**config.mk**
```make
export PLATFORM = sky130hd
export DESIGN_NAME = hwce_ctrl
export DESIGN_NICKNAME = d
export VERILOG_FILES = /design/src/source/hwce_cfg_pkg.sv /design/src/source/hwce_ctrl.sv
export VERILOG_INCLUDE_DIRS = /design/src /design/src/source
export SDC_FILE = /design/constraint.sdc
export NUM_CORES = 1
export LEC_CHECK = 0
export ABC_CLOCK_PERIOD_IN_PS = 2200
export BUFFER_PORTS_ARGS = -buffer_cell sky130_fd_sc_hd__buf_2
export CAP_MARGIN = 20
export CELL_PAD_IN_SITES_DETAIL_PLACEMENT = 0
export CELL_PAD_IN_SITES_GLOBAL_PLACEMENT = 1
export CORE_ASPECT_RATIO = 0.5
export CORE_MARGIN = 10
export CORE_UTILIZATION = 38
export CTS_BUF_LIST = sky130_fd_sc_hd__clkbuf_4 sky130_fd_sc_hd__clkbuf_8 sky130_fd_sc_hd__clkbuf_16
export CTS_CLUSTER_DIAMETER = 120
export DETAILED_ROUTE_END_ITERATION = 10
export PLACE_DENSITY_LB_ADDON = 0.1
export SLEW_MARGIN = 20
export SYNTH_ARGS = -nofsm -noshare
export SYNTH_HDL_FRONTEND = slang
export SYNTH_SLANG_ARGS = --single-unit
export TNS_END_PERCENT = 10
```
**constraint.sdc**
```tcl
create_clock -name clk_fast_i -period 2.2 [get_ports clk_fast_i]
set_input_delay 0.44 -clock clk_fast_i [delete_from_list [all_inputs] [get_ports clk_fast_i]]
set_output_delay 0.44 -clock clk_fast_i [all_outputs]
set_load 0.1 [all_outputs]
```
**src/source/hwce_defines.svh**
```systemverilog
//////////////////////////////////////////////////////////////////////
// tap count, datapath and bus widths
// register word indices of the configuration port
//////////////////////////////////////////////////////////////////////

`ifndef HWCE_DEFINES_SVH
`define HWCE_DEFINES_SVH

// filter and datapath
`define HWCE_TAPS    5
`define HWCE_PIX_W   16
`define HWCE_ACC_W   40

// bus widths
`define HWCE_ADDR_W  32
`define HWCE_DATA_W  32
`define HWCE_ID_W    8

// register word index, taken from address bits 4:2
`define HWCE_REG_TRIGGER 3'd0
`define HWCE_REG_STATUS  3'd1
`define HWCE_REG_WBASE   3'd2
`define HWCE_REG_XLEN    3'd3
`define HWCE_REG_QF      3'd4
`define HWCE_REG_FLAGS   3'd5

`endif
```
**src/source/hwce_cfg_pkg.sv**
```systemverilog
//////////////////////////////////////////////////////////////////////
// configuration bus request and response structs
// job parameter set and controller state encoding
//////////////////////////////////////////////////////////////////////

`include "hwce_defines.svh"

package hwce_cfg_pkg;

  typedef struct packed {
    logic [`HWCE_ADDR_W-1:0] addr;
    logic                    we;
    logic [`HWCE_DATA_W-1:0] wdata;
    logic [`HWCE_ID_W-1:0]   id;
  } cfg_req_t;

  typedef struct packed {
    logic [`HWCE_DATA_W-1:0] rdata;
    logic [`HWCE_ID_W-1:0]   id;
  } cfg_rsp_t;

  // everything a job needs, frozen while busy
  typedef struct packed {
    logic [`HWCE_ADDR_W-1:0] wbase;
    logic [`HWCE_PIX_W-1:0]  x_len;
    logic [4:0]              qf;
    logic                    relu;
  } job_params_t;

  typedef enum logic [1:0] {IDLE, LOAD, COMPUTE, DRAIN} ctrl_state_t;

endpackage

```
**src/source/hwce_ctrl.sv**
```systemverilog
//////////////////////////////////////////////////////////////////////
// job FSM: weight load, computation and completion event
//////////////////////////////////////////////////////////////////////

`timescale 1ns/10ps

`include "hwce_defines.svh"

module hwce_ctrl (
  input  logic                   clk_fast_i,
  input  logic                   rst_n,
  input  logic                   trigger_i,
  input  logic                   wl_done_i,
  input  logic                   out_fire_i,
  input  logic [`HWCE_PIX_W-1:0] x_len_i,
  output logic                   wl_start_o,
  output logic                   compute_o,
  output logic                   busy_o,
  output logic                   evt_interrupt_o
);
  import hwce_cfg_pkg::*;

  ctrl_state_t            state_q;
  ctrl_state_t            state_d;
  logic [`HWCE_PIX_W-1:0] out_cnt_q;
  logic [`HWCE_PIX_W-1:0] last_idx;
  logic                   last_out;

  assign wl_start_o      = (state_q == IDLE) & trigger_i;
  assign compute_o       = (state_q == COMPUTE);
  assign busy_o          = (state_q != IDLE);
  assign evt_interrupt_o = (state_q == DRAIN);

  // L - 4 outputs, so the last one has index L - 5
  assign last_idx = x_len_i - `HWCE_PIX_W'(`HWCE_TAPS);
  assign last_out = out_fire_i & (out_cnt_q == last_idx);

  always_comb begin
    state_d = state_q;
    case (state_q)
      IDLE:    if (trigger_i) state_d = LOAD;
      LOAD:    if (wl_done_i) state_d = COMPUTE;
      COMPUTE: if (last_out) state_d = DRAIN;
      default: state_d = IDLE;
    endcase
  end

  always_ff @(posedge clk_fast_i or negedge rst_n) begin
    if (rst_n == 1'b0) begin
      state_q   <= IDLE;
      out_cnt_q <= '0;
    end else begin
      state_q <= state_d;
      if (wl_start_o) begin
        out_cnt_q <= '0;
      end else if (compute_o && out_fire_i) begin
        out_cnt_q <= out_cnt_q + 1'b1;
      end
    end
  end

  // event follows an output transfer and lasts a single cycle
  a_evt_one_cycle : assert property (@(posedge clk_fast_i) disable iff (!rst_n)
    evt_interrupt_o |-> $past(out_fire_i) ##1 !evt_interrupt_o);

endmodule

```
==> results of run 1 <==
==> power by group <==
part	switching, W	total, W	internal (W)
combinational	0.000571	0.000913	0.000343
clock	0.000113	0.000272	0.000159
sequential	0.0000422	0.000416	0.000373
total	0.000726	0.00160	0.000875
==> stage by stage <==
step	util	worst slack, ns	hold slack, ns	TNS, ns	power (W)
after CTS	0.5676	-0.05451	0.1236	-0.05451	0.001589
after floorplan	-	-0.1292	0.1444	-0.3541	0.001036
after global routing	0.5795	-0.1126	0.1276	-0.1126	0.001708
after detailed placement	0.5349	-0.3983	0.4029	-0.6433	0.001299
final	0.5795	-0.03047	0.1024	-0.03047	0.001601
after global placement	0.5349	-0.3924	0.3962	-0.6371	0.001296
==> layout by cell type, fill, tap and decap left out, types with 2 or more instances in the layout <==
cell,n
and2_1,2
or4_4,2
nor3_1,6
ha_1,4
inv_1,5
o31ai_1,2
buf_4,41
nand4_1,6
o21ai_0,4
o21a_1,3
nor4_1,3
nand2_1,16
nand3b_1,2
xnor2_1,9
xor2_1,17
buf_12,2
buf_2,20
nand3_1,4
nor2_1,24
nor4_4,2
dfrtp_1,18
ha_4,2
xor2_2,2
a311oi_2,2
nor2b_1,2
a21oi_1,7
buf_6,3
or3_1,3
and3_1,2
o22ai_1,2
clkbuf_8,4
==> metal layers <==
metal	share of wire	track usage
met2	0.40	0.1776
met5	0	0
met1	0.53	0.1881
met4	0.0090	0.02866
met3	0.064	0.03988
==> critical path, delay by kind of cell <==
family	cells	cell delay [ns]
multiplexers	1	0.31
AND/OR/NAND/NOR	3	0.90
adder cells (fa/ha/maj)	1	0.13
AO/OA/AOI/OAI	3	0.41
buffers and inverters	2	0.19
==> final timing paths <==
kind / from / end / slack (ns)
max: x_len_i[1] / state_q[1]$_DFFE_PN0P_ / -0.03
min: rst_n / out_cnt_q[0]$_DFFE_PN0P_ / 0.10
max reg2reg: out_cnt_q[12]$_DFFE_PN0P_ / state_q[1]$_DFFE_PN0P_ / -0.02
min reg2reg: out_cnt_q[15]$_DFFE_PN0P_ / out_cnt_q[15]$_DFFE_PN0P_ / 0.57
max in group asynchronous: rst_n / out_cnt_q[15]$_DFFE_PN0P_ / 1.80
min in group clk_fast_i: out_fire_i / out_cnt_q[1]$_DFFE_PN0P_ / 0.53
==> cell families (layout without fill, tap and decap cells) <==
kind of cell,count (synthesis),count (layout),synth area share
mux,2,2,0.01617
buf+inv,13,79,0.03152
xor+xnor,28,28,0.1585
flops,18,18,0.2910
compound gates,29,29,0.1302
simple gates,88,88,0.3242
fa+ha+maj,6,6,0.04850
==> final cells by class <==
type | count | share of cell area
clock buffer | 4 | 0.02434
multi-input combinational | 153 | 0.5077
tap | 54 | 0.02987
sequential | 18 | 0.1991
inverter | 8 | 0.01936
timing repair buffer | 67 | 0.2196
==> registers in the layout, indices dropped and copies added (netlist names) <==
name / flops
out_cnt_q: 16
state_q: 2
==> repair_timing <==
action | in CTS | in global routing
endpoints found under the setup margin | 1 | 5
resized for setup | 11 | 11
setup buffers | 4 | 1
pin swaps | 12 | 7
==> key figures, run 1 <==
Status
  • Outcome: finished, violations left
  • Failing checks: negative setup slack

Clocking
  • Clock latency on the worst-skew pair: 0.26 ns
  • CTS max path bufs: 2
  • H-tree levels: 1
  • Hold_buf cts: 0
  • Clock Sinks: 18
  • CTS tree: done
  • Root Driver: clkbuf_8
  • Clock-pin slew on the worst setup and hold paths: 0.07 ns
  • TritonCTS Buffers: 3

Detailed routing
  • Detailed Route WL: 4.450 mm
  • Drt initial violations: 93
  • WL/cell: 14.64 um
  • DRT antenna net count: 0
  • DRT Pass-1 Iters: 4
  • Total number of vias: 1567
  • Avg Vias per Cell: between 5 and 6
  • DRC violation count after routing: 0

Logic synthesis
  • Synth unique cells: 45
  • Syn nets: approximately 210
  • FFs w/ async S/R, synth: 1.000
  • EDFF count, synth: 0
  • Most frequent cell after synthesis: nor2_1
  • #FFs+latches synth: 18
  • Sequential share of the synthesized area: 0.2910
  • Post-Syn Area per Cell: 8.412 um^2
  • Syn Std Cell Area: between 1500 and 2000 um^2
  • Post-synth top area share: 0.2910
  • Post-Synthesis Cells: 184
  • Ranking of synthesized cells by area: dfrtp_1, xor2_1, nor2_1, xnor2_1, ha_1
  • YS warnings: 0
  • Top cell type by total area after synthesis: dfrtp_1
  • Most used DFF post-synth: dfrtp_1
  • Top cells by instance count after synthesis: nor2_1, xor2_1, dfrtp_1

STA
  • Slew @ Worst Pin: 0.4933 ns
  • Slew Viols, Final: 0
  • Unrepaired setup endpoints after global routing: yes
  • Final hold vios: 0
  • Clock Skew: 0.006289 ns
  • PnR worst setup slack: -0.03047 ns
  • Final period utilization: 1.014
  • Fmax: 448.3 MHz
  • Final setup viols: 1
  • Slew headroom: 0.6734
  • Crit path time final: 2.230 ns

Floorplanning
  • I/O Pins: 25
  • Die height: around 65 um
  • Row count: 16
  • Die ar.: 7181 um^2
  • Core Footprint: approximately 4000 um^2
  • Initial Utilization: 0.3965
  • Die X-Extent: 110.3 um

Global route
  • Largest net degree at the start of global routing: 19
  • Vias in the first global route: between 1500 and 2000
  • Initial antenna violation count: 0
  • Total GRT Usage: 0.1287
  • Global route total overflow: 0
  • First-pass GRT wire length: 7.500 mm

Layout
  • Share of cells above drive strength 1: 0.3920
  • Register area: around 450 um^2
  • Number of diodes: 0
  • Fillers: around 370
  • Multi-input gate area: around 1100 um^2
  • Fin cells: 304
  • Layout net count: about 280
  • Final Cell Area: 2262 um^2
  • Syn-to-layout area delta: 46.16%

Setup path
  • R2R cell count: 7
  • Crit end category: flop
  • Crit-path cells: buf_2, inv_8, ha_4, nor2b_2, or4b_1, a21oi_1, a311oi_2, nor4b_4, a21oi_2, mux2_4
  • Slowest cell on the critical path: or4b_1
  • Critical Path RT: between 2 and 2.5 ns
  • CP max stage delay: 0.51 ns
  • Setup crit start kind: primary input
  • Crit Path Category: in2reg
  • CP Data Arrival Time: approximately 2.4 ns
  • Crit-path max FO: 3

Place
  • Dpl cell area: 2088 um^2
  • PortBufs: 24
  • GPL Wtd Cong: 0.8376
  • HPWL Detailed: 3.573 mm
  • Placed instance count: 296

Run
  • Max-Cap Viols: 0

Hold path
  • Worst hold path type: in2async

Pwr
  • Power Density: between 700 and 800 nW/um^2
  • Static Leak: 1.010 nW
  • VDD IR max: 0.0009418 V
No activity file was read; power rests on OpenSTA's default activity.
==> run 2, diff against run 1 <==
--- a/config.mk
+++ b/config.mk
@@ -7,16 +7,16 @@
 export NUM_CORES = 1
 export LEC_CHECK = 0
 export ABC_CLOCK_PERIOD_IN_PS = 2200
-export BUFFER_PORTS_ARGS = -buffer_cell sky130_fd_sc_hd__buf_2
 export CAP_MARGIN = 20
 export CELL_PAD_IN_SITES_DETAIL_PLACEMENT = 0
 export CELL_PAD_IN_SITES_GLOBAL_PLACEMENT = 1
 export CORE_ASPECT_RATIO = 0.5
 export CORE_MARGIN = 10
-export CORE_UTILIZATION = 38
+export CORE_UTILIZATION = 42
 export CTS_BUF_LIST = sky130_fd_sc_hd__clkbuf_4 sky130_fd_sc_hd__clkbuf_8 sky130_fd_sc_hd__clkbuf_16
 export CTS_CLUSTER_DIAMETER = 120
 export DETAILED_ROUTE_END_ITERATION = 10
+export DONT_BUFFER_PORTS = 1
 export PLACE_DENSITY_LB_ADDON = 0.1
 export SLEW_MARGIN = 20
 export SYNTH_ARGS = -nofsm -noshare
==> run 2 against run 1 <==
Compared with the run above:
- the run still ends with negative setup slack left
- flip-flop and latch count unchanged
- critical path depth down 3
- sequential share of layout area up 2.5 points
- global-route usage down 0.57 points
- critical path type is now reg2reg
- critical endpoint unchanged
==> key figures, run 2 (synthesis results as in run 1) <==
Status
  • Outcome: finished, violations left
  • Failing checks: negative setup slack

Place
  • PortBufs: 0
  • Dpl ws: -0.2607 ns
  • Dpl cell area: ~1900 um^2
  • GPL Wtd Cong: 0.8302
  • HPWL Detailed: about 3.3 mm
  • Placed instance count: 258

STA
  • Clock Skew: 0.006191 ns
  • Fmax: 447.7 MHz
  • Slew @ Worst Pin: 0.8053 ns
  • Slew Viols, Final: 0
  • Unrepaired setup endpoints after global routing: yes
  • PnR worst setup slack: -0.03365 ns
  • Final hold vios: 0
  • Final period utilization: 1.015
  • Final setup viols: 1
  • Crit path time final: 2.234 ns
  • Slew headroom: 0.4613

Detailed routing
  • WL/cell: 15.33 um
  • WL met1: 2.053 mm
  • WL met2: 1.556 mm
  • DRT Pass-1 Iters: 4
  • Drt initial violations: 86
  • DRC violation count after routing: 0
  • WL met3: 454 um
  • DRT antenna net count: 0
  • Total number of vias: 1418
  • Detailed Route WL: between 4 and 5 mm
  • Avg Vias per Cell: between 5 and 6
  • DR top layer: met4

Layout
  • Most common cell after layout, fill and taps aside: buf_4
  • Max FFs per register: 16
  • Number of diodes: 0
  • Top reg by flops: out_cnt_q
  • Largest regs: out_cnt_q (16), state_q (2)
  • Fin cells: 266
  • Share of cells above drive strength 1: 0.2930
  • Syn-to-layout area delta: 29.99%
  • Layout net count: 243
  • Commonest cells after routing, fill and taps aside: buf_4, nor2_1, dfrtp_1, nand2_1, xor2_1
  • Final Cell Area: a little over 2000 um^2

Setup path
  • Crit end category: flop
  • Slowest cell on the critical path: or4_4
  • Buf/Inv on CP: 0
  • Crit-path max FO: 2
  • CP max stage delay: 0.53 ns
  • Crit path max-delay family: simple AND/OR/NAND/NOR gates
  • Crit-path cells: xor2_2, or4_4, o22ai_4, nand3_2, nor4b_4, a21oi_2, mux2_4
  • Setup crit start kind: flop
  • CP Data Arrival Time: 2.38 ns
  • Crit Path Category: reg2reg
  • Critical Path RT: 2.34 ns

Clocking
  • Clock-pin slew on the worst setup and hold paths: 0.07 ns
  • H-tree levels: 1
  • CTS tree: done
  • Clock Sinks: 18
  • TritonCTS Buffers: 3
  • CTS max path bufs: 2
  • Root Driver: clkbuf_8
  • Clock latency on the worst-skew pair: 0.26 ns

Floorplanning
  • Initial Utilization: 0.4434
  • Die X-Extent: between 100 and 150 um
  • Die ar.: 6661 um^2
  • Core Footprint: approximately 3500 um^2
  • Row count: 15
  • I/O Pins: 25
  • Die height: ~63 um

Global route
  • Global route total overflow: 0
  • First-pass GRT wire length: ~6.7 mm
  • Total GRT Usage: 0.1230
  • Largest net degree at the start of global routing: 19
  • Vias in the first global route: 1315
  • Initial antenna violation count: 0

Pwr
  • Power Density: 779.5 nW/um^2
  • Static Leak: 0.8432 nW
  • VDD IR max: 0.001409 V

Run
  • Max-Cap Viols: 0

Hold path
  • Worst hold path type: in2reg
-- run 2: power by group --
part | switching [W] | internal (W) | leakage (nW)
clock network | 0.000116 | 0.000159 | 0.0288
logic | 0.000547 | 0.000329 | 0.569
registers | 0.0000441 | 0.000373 | 0.245
-- run 2: path summary, 6_finish.rpt --
kind | depth (start not counted) | slack (ns) | endpoint | from
setup / recovery | 7 | -0.03 | state_q[1]$_DFFE_PN0P_ | out_cnt_q[8]$_DFFE_PN0P_
hold / removal | 3 | 0.44 | out_cnt_q[1]$_DFFE_PN0P_ | out_fire_i
setup reg to reg | 7 | -0.03 | state_q[1]$_DFFE_PN0P_ | out_cnt_q[8]$_DFFE_PN0P_
hold reg to reg | 2 | 0.58 | out_cnt_q[15]$_DFFE_PN0P_ | out_cnt_q[15]$_DFFE_PN0P_
max in group asynchronous | 1 | 0.98 | state_q[1]$_DFFE_PN0P_ | rst_n
min in group asynchronous | 1 | 0.71 | out_cnt_q[0]$_DFFE_PN0P_ | rst_n
-- run 2: cell type report --
cell class | instances | area [um^2]
clock buffer | 4 | 55.05
timing repair buffer | 32 | 242.7
tap | 51 | 63.81
fill | 354 | 1479
multi-input combinational | 153 | 1156
sequential | 18 | 450.4
inverter | 8 | 43.79
-- run 2: repair_timing --
action | in CTS | in global routing
endpoints found under the hold margin | 18 | 0
gates resized for setup | 4 | 9
setup endpoints to repair | 1 | 4
pin swaps | 5 | 11
hold buffers | 1 | 0
setup buffers | 2 | 1
-- run 2: worst register-to-register path, cell delays in order (launching register included) --
cell	delay (ns)
dfrtp_1	0.41
xor2_2	0.16
or4_4	0.53
o22ai_4	0.18
nand3_2	0.11
nor4b_4	0.30
a21oi_2	0.12
mux2_4	0.31
-- run 2: per-stage QoR --
step	util	hold slack (ns)	TNS, ns	power (W)
after floorplan	-	0.1444	-0.3541	0.001036
after global placement	0.5312	0.1451	-0.2822	0.001249
after detailed placement	0.5312	0.1451	-0.3231	0.001253
after CTS	0.5616	0.4327	-0.04450	0.001567
after global routing	0.5763	0.4669	-0.1737	0.001674
final	0.5763	0.4412	-0.03365	0.001568
-- run 2: metal layers --
metal,track usage,vias to the layer above
met4,0.02181,0
met2,0.1595,52
li1,-,717
met1,0.1753,647
met3,0.05967,2
met5,0,-
==> run 3, diff against run 2 <==
--- a/config.mk
+++ b/config.mk
@@ -18,6 +18,7 @@
 export DETAILED_ROUTE_END_ITERATION = 10
 export DONT_BUFFER_PORTS = 1
 export PLACE_DENSITY_LB_ADDON = 0.1
+export REMOVE_ABC_BUFFERS = 1
 export SLEW_MARGIN = 20
 export SYNTH_ARGS = -nofsm -noshare
 export SYNTH_HDL_FRONTEND = slang
==> run 3 against run 2 <==
Compared with the run above:
- the flow still finishes with violations (negative setup slack)
- count of clock-buffer cells in the layout is the same
- largest power group unchanged
- final cell count is 1.1% lower
- largest cell class unchanged
- utilization down 3.0 points
- routed wire length decreased by 3.5%
- non-clock buffer count is 3 lower
- clock skew grew 0.0018 ns
- worst hold slack got worse by 0.0055 ns
- sequential share of layout area grew 1.2 points
- die area stayed put
- critical path type unchanged
- design area shrank 5.3%
- clock power down 1%
==> key figures, run 3 (synthesis results as in run 1) <==
Layout
  • Final Cell Area: 1906 um^2
  • Syn-to-layout area delta: 23.12%
  • Number of diodes: 0
  • Fin cells: about 260
  • Commonest cells after routing, fill and taps aside: buf_4, nor2_1, dfrtp_1, xor2_1, nand2_1
  • Share of cells above drive strength 1: 0.2264
  • Most common cell after layout, fill and taps aside: buf_4
  • Largest regs: out_cnt_q (16), state_q (2)
  • Max FFs per register: 16
  • Top reg by flops: out_cnt_q
  • Layout net count: 240
  • Fin util: 0.5459

Detailed routing
  • Avg Vias per Cell: 5.285
  • Total number of vias: 1390
  • WL met1: 2.024 mm
  • DR top layer: met4
  • WL/cell: ~15 um
  • Detailed Route WL: 3.934 mm
  • DRC violation count after routing: 0
  • DRT antenna net count: 0
  • WL met3: about 460 um
  • WL met2: 1.429 mm
  • Drt initial violations: between 70 and 80
  • DRT Pass-1 Iters: 4

Floorplanning
  • Initial Utilization: 0.4434
  • Die X-Extent: 105.9 um
  • I/O Pins: 25
  • Row count: 15
  • Die height: 62.93 um
  • Core Footprint: 3491 um^2
  • Die ar.: 6661 um^2

Clocking
  • Root Driver: clkbuf_8
  • H-tree levels: 1
  • Clock Sinks: 18
  • TritonCTS Buffers: 3
  • Clock latency on the worst-skew pair: ~0.26 ns
  • CTS tree: done
  • CTS max path bufs: 2
  • Clock-pin slew on the worst setup and hold paths: 0.07 ns

Global route
  • First-pass GRT wire length: about 6.4 mm
  • Total GRT Usage: 0.1164
  • Initial antenna violation count: 0
  • Global route total overflow: 0
  • Vias in the first global route: about 1300
  • Largest net degree at the start of global routing: 19

STA
  • Slew Viols, Final: 0
  • Clock Skew: between 0.008 and 0.009 ns
  • PnR worst setup slack: -0.03884 ns
  • Final hold vios: 0
  • TNS Setup: -0.03884 ns
  • Unrepaired setup endpoints after global routing: yes
  • Final setup viols: 1
  • Crit path time final: 2.239 ns
  • Fmax: 446.7 MHz
  • Slew headroom: 0.4524
  • Slew @ Worst Pin: 0.8187 ns
  • Final period utilization: 1.018

Setup path
  • R2R cell count: 7
  • Capture point of the worst path: state_q[1]$_DFFE_PN0P_
  • Crit end category: flop
  • Setup crit start kind: flop
  • Critical Path RT: 2.35 ns
  • Reg-to-Reg Start: out_cnt_q[13]$_DFFE_PN0P_
  • Worst setup path start: out_cnt_q[13]$_DFFE_PN0P_
  • CP Data Arrival Time: roughly 2.4 ns
  • Crit Path Category: reg2reg
  • Crit-path max FO: 3
  • R2R Path End: state_q[1]$_DFFE_PN0P_
  • Reg2reg setup slack: -0.04 ns

Place
  • GPL Wtd Cong: between 0.7 and 0.8
  • Dpl cell area: 1795 um^2
  • PortBufs: 0
  • HPWL Detailed: 3.249 mm
  • Placed instance count: 257

Pwr
  • Power Density: 766.5 nW/um^2
  • VDD IR max: 0.001174 V
  • Pwr Total: 0.001461 W
  • Static Leak: 0.8270 nW

Status
  • Outcome: finished, violations left
  • Failing checks: negative setup slack

Hold path
  • Worst hold path type: in2reg

Run
  • Max-Cap Viols: 0
[run 3: cell type report]
class / instances / area (um^2)
multi-input cells: 153 / 1086
flip-flops and latches: 18 / 450.4
repair buffers: 29 / 220.2
well taps: 51 / 63.81
fillers: 341 / 1585
clock buffers: 4 / 55.05
inverters: 8 / 30.03
[run 3: worst min path at each step]
stage,startpoint,to,slack (ns),cells past startpoint
2_1_floorplan,rst_n,out_cnt_q[0]$_DFFE_PN0P_,0.14,0
4_1_cts,out_fire_i,out_cnt_q[1]$_DFFE_PN0P_,0.44,3
3_3_place_gp,rst_n,out_cnt_q[1]$_DFFE_PN0P_,0.14,0
6_report,out_fire_i,out_cnt_q[1]$_DFFE_PN0P_,0.44,3
3_5_place_dp,rst_n,out_cnt_q[1]$_DFFE_PN0P_,0.15,0
5_1_grt,out_fire_i,out_cnt_q[1]$_DFFE_PN0P_,0.47,3
[run 3: repair_timing]
action,in CTS,in global routing
hold endpoints to repair,18,0
setup endpoints to repair,1,4
pin swaps,5,3
gates cloned,0,0
hold buffers,1,0
gates resized for setup,2,5
buffers inserted,1,0
[run 3: per-layer routing]
layer | vias up | GRT usage
met1 | 632 | 0.1801
met2 | 43 | 0.1403
li1 | 711 | -
met3 | 4 | 0.04630
met4 | 0 | 0.02013
met5 | - | 0
[run 3: through the flow]
| step | setup WS (ns) | hold WS (ns) |
|---|---|---|
| after floorplan | -0.5176 | 0.1444 |
| after global placement | -0.2638 | 0.1449 |
| after detailed placement | -0.3276 | 0.1450 |
| after CTS | -0.05626 | 0.4360 |
| after global routing | -0.1488 | 0.4716 |
| final | -0.03884 | 0.4357 |
[run 3: worst max-delay path, cell delays in order, from the launching register on]
cell     delay (ns)
dfrtp_1        0.40
xor2_2         0.17
or4_4          0.52
o22ai_2        0.16
nand3_2        0.12
nor4b_4        0.33
a21oi_2        0.12
mux2_4         0.31
[run 3: where the power goes]
group	internal, W	total, W	switching [W]
clock network	0.000159	0.000271	0.000112
logic	0.000268	0.000774	0.000506
registers	0.000373	0.000416	0.0000424
